<file path="src/logic/mpmc_bus_pkg.sv">
// =========================================================================
// Wishbone side of the memory controller
// =========================================================================

package mpmc_bus_pkg;

	// Word address and data widths of the slave port
	localparam int WB_ADR_W = 8;
	localparam int WB_DAT_W = 32;

	// Opcodes carried on the cmd input next to the usual Wishbone signals
	typedef enum logic [3:0] {
		CMD_LOAD  = 4'd0,
		CMD_STORE = 4'd1,
		CMD_ADD   = 4'd2,
		CMD_OR    = 4'd3,
		CMD_AND   = 4'd4,
		CMD_EOR   = 4'd5,
		CMD_MIN   = 4'd6,
		CMD_MAX   = 4'd7,
		CMD_MINU  = 4'd8,
		CMD_MAXU  = 4'd9,
		CMD_SWAP  = 4'd10
	} mpmc_cmd_t;

	// The request as it sits in the command register.
	// Only one cycle can be outstanding on a classic bus, so this single
	// register is the whole command queue
	typedef struct packed {
		logic                valid;
		mpmc_cmd_t           cmd;
		logic [WB_ADR_W-1:0] adr;
		// Store data, the operand of an atomic op, and later its result
		logic [WB_DAT_W-1:0] dat;
	} mpmc_req_t;

endpackage

</file>
<file path="src/logic/mpmc_ctrl_pkg.sv">
// =========================================================================
// Controller side: sequencing states, strip layout and memory timing
// =========================================================================

package mpmc_ctrl_pkg;
	import mpmc_bus_pkg::*;

	typedef enum logic [3:0] {
		IDLE, PRESET1, PRESET2,
		WRITE_DATA0, WRITE_DATA1, WRITE_DATA2, WRITE_DATA3,
		READ_DATA0, READ_DATA1, READ_DATA2,
		ALU, ALU1, WRITE_TRAMP1, ACK
	} mpmc_state_t;

	// A word is two strips, numbered 0 and STRIP_LAST
	localparam int STRIP_W     = 16;
	localparam int STRIP_LAST  = 1;
	localparam int STRIP_CNT_W = 2;
	localparam int STRIP_SEL_W = 1;
	// Strip address is the word address with the strip number below it
	localparam int STRIP_ADR_W = WB_ADR_W + STRIP_SEL_W;
	localparam int MEM_DEPTH   = 2 ** STRIP_ADR_W;

	// Memory timing
	localparam int READ_LATENCY   = 3;
	localparam int REFRESH_PERIOD = 8;
	localparam int REFRESH_CNT_W  = $clog2(REFRESH_PERIOD);
	localparam int CALIB_CYCLES   = 32;
	localparam int CALIB_CNT_W    = $clog2(CALIB_CYCLES);
	// Strips cleared per calibration cycle so the whole array is zero at the end
	localparam int CLEAR_STRIDE   = MEM_DEPTH / CALIB_CYCLES;

	localparam int TIMEOUT_LIMIT = 255;
	localparam int TIMEOUT_CNT_W = $clog2(TIMEOUT_LIMIT + 1);

	// Command to the strip memory.
	// With en low and we high it is the write-data strobe of WRITE_DATA3
	typedef struct packed {
		logic                   en;
		logic                   we;
		logic [STRIP_ADR_W-1:0] adr;
		logic [WB_DAT_W-1:0]    wdata;
	} strip_cmd_t;

	typedef struct packed {
		logic               rd_data_valid;
		logic [STRIP_W-1:0] data;
	} strip_rsp_t;

endpackage

</file>
<file path="src/logic/mpmc_state_machine.sv">
module mpmc_state_machine import mpmc_bus_pkg::*, mpmc_ctrl_pkg::*; (
	input  logic                   clk,
	input  logic                   rst,
	input  logic                   calib_complete,
	// Hang timer has fired
	input  logic                   to,
	input  logic                   rdy,
	input  logic                   wdf_rdy,
	input  mpmc_req_t              req,
	input  logic [STRIP_CNT_W-1:0] req_strip_cnt,
	input  logic [STRIP_CNT_W-1:0] resp_strip_cnt,
	input  logic                   rd_data_valid,
	output mpmc_state_t            state,
	output strip_cmd_t             strip_cmd
);

	mpmc_state_t next_state;

	always_ff @(posedge clk) begin
		if (rst)
			state <= IDLE;
		else
			state <= next_state;
	end

	// =====================================================================
	// Next state
	// =====================================================================
	always_comb begin
		next_state = state;
		case (state)
		// Nothing starts until the memory has calibrated
		IDLE:
			if (req.valid && calib_complete)
				next_state = PRESET1;
		PRESET1:
			next_state = PRESET2;
		PRESET2:
			if (req.cmd == CMD_STORE)
				next_state = WRITE_DATA0;
			else
				next_state = READ_DATA0;

		// Write command goes out when the memory takes commands
		WRITE_DATA0:
			if (rdy)
				next_state = WRITE_DATA1;
		WRITE_DATA1:
			next_state = WRITE_DATA2;
		WRITE_DATA2:
			if (rdy)
				next_state = WRITE_DATA3;
		// Write data is taken once wdf_rdy is up
		WRITE_DATA3:
			if (wdf_rdy)
				next_state = ACK;

		READ_DATA0:
			next_state = READ_DATA1;
		// Keep issuing strips until the last one has been accepted
		READ_DATA1:
			if (rdy && req_strip_cnt == STRIP_LAST)
				next_state = READ_DATA2;
		// The earlier strip was already counted when the last one shows up
		READ_DATA2:
			if (rd_data_valid && resp_strip_cnt == STRIP_LAST) begin
				if (req.cmd == CMD_LOAD)
					next_state = ACK;
				else
					next_state = ALU;
			end

		// Result is registered in ALU and moved into the request in ALU1
		ALU:
			next_state = ALU1;
		ALU1:
			next_state = WRITE_TRAMP1;
		WRITE_TRAMP1:
			next_state = WRITE_DATA0;

		// One cycle of ack, then back for the next request
		ACK:
			next_state = IDLE;
		default:
			next_state = IDLE;
		endcase

		// A hung sequence is abandoned, but never while still calibrating
		if (to && calib_complete)
			next_state = IDLE;
	end

	// =====================================================================
	// Strip command
	// =====================================================================
	always_comb begin
		strip_cmd.en    = 1'b0;
		strip_cmd.we    = 1'b0;
		strip_cmd.adr   = {req.adr, {STRIP_SEL_W{1'b0}}};
		// Store data, or the ALU result once it has been written back into req
		strip_cmd.wdata = req.dat;
		case (state)
		READ_DATA1: begin
			// The strip number is the count of strips accepted so far
			strip_cmd.en  = 1'b1;
			strip_cmd.adr = {req.adr, req_strip_cnt[STRIP_SEL_W-1:0]};
		end
		WRITE_DATA0, WRITE_DATA2: begin
			strip_cmd.en = 1'b1;
			strip_cmd.we = 1'b1;
		end
		// Data phase with no command
		WRITE_DATA3:
			strip_cmd.we = 1'b1;
		default: ;
		endcase
	end

endmodule

</file>
<file path="config.mk">
export PLATFORM = sky130hd
export DESIGN_NAME = mpmc_state_machine
export DESIGN_NICKNAME = d
export VERILOG_FILES = /design/src/logic/mpmc_bus_pkg.sv /design/src/logic/mpmc_ctrl_pkg.sv /design/src/logic/mpmc_state_machine.sv
export SDC_FILE = /design/constraint.sdc
export NUM_CORES = 1
export LEC_CHECK = 0
export BUFFER_PORTS_ARGS = -buffer_cell sky130_fd_sc_hd__buf_4
export CAP_MARGIN = 20
export CORE_MARGIN = 5
export CORE_UTILIZATION = 33
export DETAILED_ROUTE_END_ITERATION = 10
export PLACE_DENSITY = 0.87
export SYNTH_ARGS = -nofsm -noshare
export SYNTH_HDL_FRONTEND = slang
export SYNTH_SLANG_ARGS = --single-unit
</file>
<file path="constraint.sdc">
create_clock -name clk -period 2 [get_ports clk]
set_clock_uncertainty 0.2 [all_clocks]
set_input_delay 0.1 -clock clk [delete_from_list [all_inputs] [get_ports clk]]
set_output_delay 0.1 -clock clk [all_outputs]
set_load 0.1 [all_outputs]
</file>
---- Yosys cells after proc, flatten, opt, wreduce, memory -nomap -nowiden ----
Cells that the tools add are included.
cells by class
  add/subtract/negate cells ............... 0
  divide/modulo/power cells ............... 0
  equal/unequal tests ..................... 21
  multiply operators ...................... 0
  bitwise operators ....................... 0
  shift operators ......................... 0
  mux-type cells .......................... 12
  reductions and logical operators ........ 10
  $lt $le $gt $ge ......................... 0
operator list
  operator              number
  $pmux W4 S13          1
  $mux W4               6
  $eq A4 B4 Y1 const B  5
  $eq A4 B3 Y1 const B  4
  $ne A2 B2 Y1 const B  6
  $eq A4 B1 Y1 const B  2
  $eq A4 B2 Y1 const B  2
  $logic_not A4 Y1      2
  $mux W3               2
  $reduce_and A6 Y1     1
  $reduce_or A3 Y1      2
  $eq A2 B1 Y1 const B  2
  $logic_and A1 B1 Y1   4
  $mux W1               3
  $reduce_or A2 Y1      1
word-level totals
  memories ................................ 0
  input bits .............................. 56
  bits in latches ......................... 0
  logic and storage cells ................. 44
  register bits after elaboration ......... 4
  output and inout port bits .............. 47
  memory bits (read-only) ................. 0
  bits in writable memories ............... 0

---- Longest topological paths before layout ----
Gate-level depths: netlist (run 1).
  depth after elaboration ................. 4
  gate-level depth with buffers ........... 6
  gate-level depth less buffers ........... 4

---- Worst setup path before layout (run 1) ----
No wires, ideal clock.
  path type ............................... reg-to-output
  start ................................... register state[1]
  end ..................................... output strip_cmd[41] (netlist name)
  required time ........................... 1.700 ns
  path slack .............................. -1.393 ns
  cell stages (with the launch flop) ...... 5
  arrival time ............................ 3.093 ns
  cells stage by stage .................... dfxtp_1 > buf_2 > xor2_1 > nand2_1 > a21oi_1
RTL lines
  what                    RTL line                  source
  from (decl)             mpmc_state_machine.sv:13  output mpmc_state_t state,
  from (signal assigned)  mpmc_state_machine.sv:23  state <= next_state;
  to (decl)               mpmc_state_machine.sv:14  output strip_cmd_t strip_cmd

==> results of run 1 <==
cell usage in the layout, fill, tap and decap left out, types with 2 or more instances in the layout:
cell type   n
nor2b_1     2
nand2_1     8
buf_4      22
dfxtp_4     3
inv_1       2
mux2i_1     5
nand2b_1    3
nor3b_1     2
nor4_1      2
a21oi_1     2
nand3b_1    4
nand3_1     2
clkbuf_4    3
through the flow:
step	hold slack [ns]	std cells	setup slack [ns]	total power [mW]
floorplan	0.128	101	0.0148	0.797
global placement	0.000681	108	0.413	0.467
detailed placement	0.000681	108	0.329	0.480
CTS	0.000681	112	0.0636	0.599
global route	0.000150	112	0.0625	0.630
finish	0.0000361	112	0.152	0.594
timing repair:
item	4_1_cts	5_1_grt
endpoints found under the setup margin	0	1
gates resized for setup	0	1
buffers inserted	0	0
routing by layer:
layer	vias up	share of wire, %	wire length [um]
li1	268	-	-
met1	246	34	622
met2	47	45	823
met3	12	17	300
met4	0	3.9	70
met5	-	0	0
cells by family after synthesis:
family | synth area share, %
buf+inv | 42.1
xor+xnor | 2.10
flops | 9.58
compound gates | 18.3
simple gates | 22.0
mux | 5.99
final timing paths:
check	start	end	slack, ns	cells after the start
max	state[1]	strip_cmd[42]	0.15	4
min reg2reg	state[3]	state[3]	0.35	2
max reg2reg	state[0]	state[0]	0.36	4
min	req[22]	strip_cmd[22]	0.00004	0
power by group through the flow:
stage               Sequential, mW  Clock (mW)  Combinational (mW)
global placement             0.141           0               0.326
detailed placement           0.145           0               0.335
floorplan                    0.193           0               0.603
global route                 0.153       0.128               0.350
finish                       0.149       0.113               0.332
CTS                          0.143       0.120               0.336
layout make-up:
cell class	count	area share (%)
inverter	2	0.977
multi-input combinational	50	57.2
tap	30	4.89
sequential	4	12.1
clock buffer	4	3.42
timing repair buffer	22	21.5
==> impl_metrics.json, run 1 <==
{
  "dpl-instance-area_um2": 733,
  "hpwl_um": 1480,
  "postRouteAntennaNets": 0,
  "seq_power_share_pct": 25.1,
  "detail_route.wirelength_um": 1820,
  "maxCapViolations": 0,
  "slowest_stage": "dfxtp_4",
  "vdd_drop_max_v": 0.000421,
  "use_met3_pct": 5.83,
  "synth.cell_area_um2": 836,
  "post_drt_wl_per_cell_um": 16.2,
  "clock_path_buffers": 2,
  "clk_latency_ns": 0.24,
  "fin_nets": 139,
  "critPathCaptureType": "output pin",
  "seq_area_um2": 92.6,
  "synth_warnings": 0,
  "relSlewSlack_pct": 64.7,
  "syn_inst": 101,
  "top_usage_layer": "met2",
  "drtIter0Drc": 13,
  "drc_errors": 0,
  "via_count": 573,
  "rsz0062_at_grt": "no",
  "vias_per_cell": 5.12,
  "cp_num_buf_inv": 1,
  "die_h_um": 60.3,
  "antennaDiodeCount": 0,
  "critPathArrivalTime_ns": 1.55,
  "core_um2": 2450,
  "grt_usage_pct": 9.46,
  "worstPathCellList": "nor2b_1, mux2i_1, o22ai_4, buf_4",
  "gr-usage-met2_pct": 15.6,
  "setup_viol": 0,
  "ys_seq_area_share_pct": 9.58,
  "max_freq_mhz": 541,
  "regMostFlops": "state",
  "cts_root_buffer": "clkbuf_4",
  "pwr_density_cell_nw_per_um2": 773,
  "synth_top_area_share_pct": 35.9,
  "yosys.cell_count.top_type": "buf_4",
  "setup_tns_ns": 0,
  "largest_reg_flops": 4,
  "io_buffers": 22,
  "required_ns": 1.70,
  "ys_types": 32,
  "cp_slowest_stage_delay_ns": 0.45,
  "gp_congestion": 0.722,
  "first_pass_iters": 4,
  "critical_path_class": "reg2out",
  "slew_violations": 0,
  "worst_slew_pin_slew_ns": 0.529,
  "hold_buffers": 0,
  "areaGrowthSynthToFinish_pct": -8.08,
  "die_x_um": 60.3,
  "cts_tree": "yes",
  "design_area_um2": 768,
  "synthFlopType": "dfxtp_1",
  "min_path_type": "in2out",
  "cts_inserted_buffers": 3,
  "htreeDepth": 1,
  "syn_area_per_cell_um2": 8.28,
  "synth_edf_count": 0,
  "clockPowerShare_pct": 19.0,
  "first_global_vias": 556,
  "async_flop_share_pct": 0,
  "worstSetupStartpointType": "flip-flop",
  "period_needed_ns": 1.85,
  "critPathTopFamily": "flip-flops",
  "grt_max_degree": 21,
  "worstPathMaxFanout": 16,
  "initial_utilization_pct": 34.0,
  "p_sw_share_pct": 49.7,
  "antenna_found_initial": 0,
  "synth_seq_cells": 4,
  "rows": 18,
  "clk_pin_slew_ns": 0.04,
  "synth.area.top_cells": "buf_4 36%, dfxtp_1 9.6%, mux2i_1 6.0%",
  "fin_util_pct": 31.3,
  "yosysTopAreaCell": "buf_4",
  "use_met1_pct": 9.15,
  "reg_top3": "state (4)",
  "outcome": "finished clean",
  "yosys-top-cells-count": "40 x buf_4, 8 x nand2_1, 5 x mux2i_1, 4 x dfxtp_1, 4 x nand3b_1",
  "power.net_switching_uw": 295,
  "dieArea_um2": 3640,
  "syn-num-nets": 157,
  "grt_pass1_wl_um": 2620,
  "grt_overflow": 0,
  "multi_input_area_um2": 439,
  "fillers": 269,
  "timing.final.hold_violations": 0,
  "io_pins": 103,
  "post-route-period-util_pct": 92.4,
  "power_leakage_nw": 0.304,
  "cts.sinks": 4,
  "p_int_uw": 299,
  "power_frac_comb_pct": 55.9,
  "drive_above_1_share_pct": 50.0
}
No activity file was read; power rests on OpenSTA's default activity.
==> run 2: changes to the inputs <==
--- a/config.mk
+++ b/config.mk
@@ -7,10 +7,12 @@
 export LEC_CHECK = 0
 export BUFFER_PORTS_ARGS = -buffer_cell sky130_fd_sc_hd__buf_4
 export CAP_MARGIN = 20
+export CELL_PAD_IN_SITES_DETAIL_PLACEMENT = 0
+export CELL_PAD_IN_SITES_GLOBAL_PLACEMENT = 1
 export CORE_MARGIN = 5
-export CORE_UTILIZATION = 33
+export CORE_UTILIZATION = 20
 export DETAILED_ROUTE_END_ITERATION = 10
-export PLACE_DENSITY = 0.87
+export PLACE_DENSITY = 0.85
 export SYNTH_ARGS = -nofsm -noshare
 export SYNTH_HDL_FRONTEND = slang
 export SYNTH_SLANG_ARGS = --single-unit
==> impl_metrics.json, run 2 (synthesis gave the netlist of run 1 again) <==
{
  "regMostFlops": "state",
  "outcome": "finished clean",
  "io_buffers": 22,
  "drtIter0Drc": 56,
  "htreeDepth": 1,
  "post-route-period-util_pct": 92.3,
  "worstPathMaxFanout": 20,
  "fin_util_pct": 19.9,
  "relSlewSlack_pct": 62.6,
  "vdd_drop_max_v": 0.000223,
  "final_cell_mix": "22 x buf_4, 8 x nand2_1, 5 x mux2i_1",
  "grt_max_degree": 21,
  "dieArea_um2": 5570,
  "cts_setup_buffers": 0,
  "first_pass_iters": 4,
  "clk_pin_slew_ns": 0.03,
  "initial_utilization_pct": 20.7,
  "cts_tree": "yes",
  "core_um2": 4030,
  "place_ws_ns": 0.357,
  "die_h_um": 74.6,
  "pwr_density_cell_nw_per_um2": 810,
  "via_count": 532,
  "hold_buffers": 0,
  "grt_usage_pct": 5.53,
  "maxCapViolations": 0,
  "holdWs_ns": 0.0000439,
  "timing.final.hold_violations": 0,
  "grt_overflow": 0,
  "io_pins": 103,
  "final_common_cell": "buf_4",
  "cts.sinks": 4,
  "worstSetupStartpointType": "flip-flop",
  "antenna_found_initial": 0,
  "areaGrowthSynthToFinish_pct": -3.89,
  "setup_tns_ns": 0,
  "setup_ws_ns": 0.155,
  "period_needed_ns": 1.85,
  "antennaDiodeCount": 0,
  "clock_path_buffers": 2,
  "worst_slew_pin_slew_ns": 0.561,
  "rsz0062_at_grt": "no",
  "die_x_um": 74.6,
  "cts_inserted_buffers": 3,
  "rows": 23,
  "vias_per_cell": 4.03,
  "power_leakage_nw": 0.311,
  "p_total_uw": 651,
  "min_path_type": "in2out",
  "slew_violations": 0,
  "detail_route.wirelength_um": 1600,
  "cts_root_buffer": "clkbuf_8",
  "grt_pass1_wl_um": 2360,
  "required_ns": 1.70,
  "max_freq_mhz": 542,
  "drc_errors": 0,
  "cts_resized": 0,
  "critical_path_class": "reg2out",
  "gp_congestion": 0.665,
  "largest_reg_flops": 4,
  "post_drt_wl_per_cell_um": 12.1,
  "reg_top3": "state (4)",
  "fin_nets": 139,
  "hpwl_um": 1240,
  "critPathArrivalTime_ns": 1.55,
  "setup_viol": 0,
  "first_global_vias": 501,
  "fillers": 464,
  "postRouteAntennaNets": 0,
  "clk_latency_ns": 0.22,
  "drive_above_1_share_pct": 50.0,
  "critPathCaptureType": "output pin"
}
run 2: routing by layer:
metal	up-vias	part of all wire [%]	track usage, %
li1	269	-	-
met1	235	42	6.98
met2	26	43	8.00
met3	2	15	2.54
met4	0	0.12	2.57
met5	-	0	0
run 2: where the power goes:
| part | total [mW] | leakage, nW | switching, mW | internal [mW] |
|---|---|---|---|---|
| clock | 0.176 | 0.0228 | 0.0400 | 0.136 |
| sequential | 0.146 | 0.0352 | 0.0524 | 0.0941 |
| combinational | 0.329 | 0.253 | 0.199 | 0.129 |
run 2: cell type report:
cell class	count	area [um2]	area share, %
multi-input cells	50	430	53.6
repair buffers	22	165	20.6
flip-flops and latches	4	92.6	11.5
well taps	50	62.6	7.79
clock buffers	4	45.0	5.61
inverters	2	7.51	0.935
run 2: path summary, 6_finish.rpt:
| check | startpoint | endpoint | slack, ns | cells after the start |
|---|---|---|---|---|
| max | state[2] | strip_cmd[32] | 0.15 | 3 |
| max reg2reg | state[0] | state[1] | 0.38 | 4 |
| min | req[20] | strip_cmd[20] | 0.00004 | 0 |
| min reg2reg | state[3] | state[3] | 0.35 | 2 |
run 2: worst max-delay path: stages (launching register included):
cell	delay, ns
dfxtp_4	0.41
nor4b_2	0.44
and2_2	0.21
buf_4	0.28
run 2: metrics by stage:
| stage | area (um2) | std cells |
|---|---|---|
| 6_report | 803 | 132 |
| 5_1_grt | 803 | 132 |
| 4_1_cts | 803 | 132 |
| 3_5_place_dp | 758 | 128 |
| 3_3_place_gp | 758 | 128 |
| 2_1_floorplan | 875 | 101 |
==> run 3: changes to the inputs <==
--- a/config.mk
+++ b/config.mk
@@ -5,12 +5,13 @@
 export SDC_FILE = /design/constraint.sdc
 export NUM_CORES = 1
 export LEC_CHECK = 0
+export ABC_AREA = 1
 export BUFFER_PORTS_ARGS = -buffer_cell sky130_fd_sc_hd__buf_4
 export CAP_MARGIN = 20
 export CELL_PAD_IN_SITES_DETAIL_PLACEMENT = 0
 export CELL_PAD_IN_SITES_GLOBAL_PLACEMENT = 1
 export CORE_MARGIN = 5
-export CORE_UTILIZATION = 20
+export CORE_UTILIZATION = 18
 export DETAILED_ROUTE_END_ITERATION = 10
 export PLACE_DENSITY = 0.85
 export SYNTH_ARGS = -nofsm -noshare
==> impl_metrics.json, run 3 <==
{
  "die_x_um": 76.4,
  "antenna_found_initial": 0,
  "areaGrowthSynthToFinish_pct": -1.89,
  "period_needed_ns": 1.78,
  "cts_resized": 0,
  "p_total_uw": 402,
  "critPathArrivalTime_ns": 1.48,
  "grt_overflow": 0,
  "drtIter0Drc": 65,
  "slew_violations": 0,
  "maxCapViolations": 0,
  "die_h_um": 76.4,
  "initial_utilization_pct": 18.4,
  "critPathTopFamily": "buffers and inverters",
  "worst-path-stages": 7,
  "async_flop_share_pct": 0,
  "htreeDepth": 1,
  "dieArea_um2": 5840,
  "grt_max_degree": 11,
  "clk_latency_ns": 0.22,
  "postRouteAntennaNets": 0,
  "rows": 24,
  "syn-num-nets": 186,
  "synth_warnings": 0,
  "design_area_um2": 779,
  "power_leakage_nw": 0.385,
  "min_path_type": "in2out",
  "final_cell_mix": "22 x buf_4, 21 x nand2_1, 16 x inv_1",
  "detail_route.wirelength_um": 1650,
  "relSlewSlack_pct": 81.2,
  "rsz0062_at_grt": "no",
  "cts_tree": "yes",
  "antennaDiodeCount": 0,
  "drc_errors": 0,
  "worst_slew_pin_slew_ns": 0.285,
  "final_common_cell": "buf_4",
  "via_count": 620,
  "critPathCaptureType": "output pin",
  "pwr_density_cell_nw_per_um2": 515,
  "core_um2": 4320,
  "largest_reg_flops": 4,
  "synth.area.top_cells": "buf_4 38%, nand2_1 10%, dfxtp_1 10%",
  "grt_usage_pct": 5.78,
  "hold_depth": 0,
  "reg_top3": "state (4)",
  "clock_path_buffers": 2,
  "timing.final.hold_violations": 0,
  "hpwl_um": 1370,
  "synthFlopType": "dfxtp_1",
  "grt_pass1_wl_um": 2700,
  "cp_num_buf_inv": 3,
  "cts_root_buffer": "clkbuf_8",
  "required_ns": 1.70,
  "reg2reg_depth": 6,
  "ys_types": 16,
  "io_pins": 103,
  "worstPathCellList": "inv_2, nor2_4, nand2_1, nand2_2, inv_1, o21ai_4, buf_4",
  "syn_area_per_cell_um2": 6.11,
  "vdd_drop_max_v": 0.000138,
  "setup_tns_ns": 0,
  "max_freq_mhz": 562,
  "fin_nets": 172,
  "first_pass_iters": 4,
  "synth_top_area_share_pct": 37.8,
  "cp_slowest_stage_delay_ns": 0.42,
  "critical_path_class": "reg2out",
  "first_global_vias": 612,
  "regMostFlops": "state",
  "cts.sinks": 4,
  "worstPathMaxFanout": 8,
  "slowest_stage": "dfxtp_2",
  "clk_pin_slew_ns": 0.03,
  "ys_seq_area_share_pct": 10.1,
  "yosysTopAreaCell": "buf_4",
  "post-route-period-util_pct": 88.9,
  "worstSetupStartpointType": "flip-flop",
  "syn_inst": 130,
  "setup_viol": 0,
  "io_buffers": 22,
  "post_drt_wl_per_cell_um": 9.92,
  "yosys.cell_count.top_type": "buf_4",
  "outcome": "finished clean",
  "synth_seq_cells": 4,
  "gp_congestion": 0.743,
  "yosys-top-cells-count": "40 x buf_4, 22 x nand2_1, 16 x inv_1, 13 x nand3_1, 13 x nor2_1",
  "synth_edf_count": 0,
  "vias_per_cell": 3.73,
  "synth.cell_area_um2": 795,
  "cts_inserted_buffers": 3,
  "dpl-instance-area_um2": 728,
  "drive_above_1_share_pct": 38.6
}
run 3: changes by cell type in the layout (fill, tap and decap cells not counted), sizes merged, moves of 4 or more:
cell / delta
inv: +16
nand3b: -4
nand2: +19
nor2: +16
mux2i: -5
nand3: +11
run 3: per-layer routing:
metal,wire (um),up-vias,track usage [%]
met1,642,268,6.25
met4,38,0,5.77
met3,178,5,1.54
met2,788,23,8.82
met5,0,-,0
li1,-,324,-
run 3: repair_timing:
action | in CTS | in global routing
setup endpoints to repair | 0 | 0
buffers inserted | 0 | 0
hold buffers | 1 | 0
endpoints found under the hold margin | 3 | 0
run 3: path summary, 6_finish.rpt:
kind                  from  slack, ns             to
setup / recovery  state[2]       0.22  strip_cmd[41]
hold / removal     req[10]    0.00004  strip_cmd[10]
setup reg to reg  state[1]       0.59       state[2]
hold reg to reg   state[0]       0.31       state[0]
run 3: stage by stage:
stage	util [%]	hold WS (ns)	instances	setup slack [ns]
detailed placement	16.8	0.000681	162	0.433
finish	18.0	0.0000439	166	0.222
global route	18.0	0.000137	166	0.134
floorplan	-	0.0934	130	0.0657
global placement	16.8	0.000681	162	0.455
CTS	18.0	0.000681	166	0.196
run 3: layout make-up:
| type | instances | area, um2 |
|---|---|---|
| Clock buffer | 3 | 41.3 |
| Fill cell | 498 | 3540 |
| Inverter | 18 | 67.6 |
| Multi-Input combinational cell | 66 | 345 |
| Sequential cell | 4 | 85.1 |
| Tap cell | 52 | 65.1 |
| Timing Repair Buffer | 23 | 175 |
run 3: worst reg2reg max path, cell delays in order, from the launching register on:
cell	delay, ns
dfxtp_2	0.42
nor2_1	0.12
nand3_1	0.11
nand2_2	0.07
nor2_4	0.17
nand3_1	0.11
a21oi_2	0.14
run 3: where the power goes:
part / total (mW) / leakage, nW / switching [mW] / internal (mW)
Combinational: 0.132 / 0.329 / 0.0817 / 0.0500
Clock: 0.176 / 0.0216 / 0.0469 / 0.129
Sequential: 0.0943 / 0.0343 / 0.00906 / 0.0852
run 3: logic make-up after synthesis:
kind of cell / count (synthesis) / synth area share (%)
compound gates: 10 / 7.24
buf+inv: 60 / 49.1
flops: 4 / 10.1
simple gates: 56 / 33.5
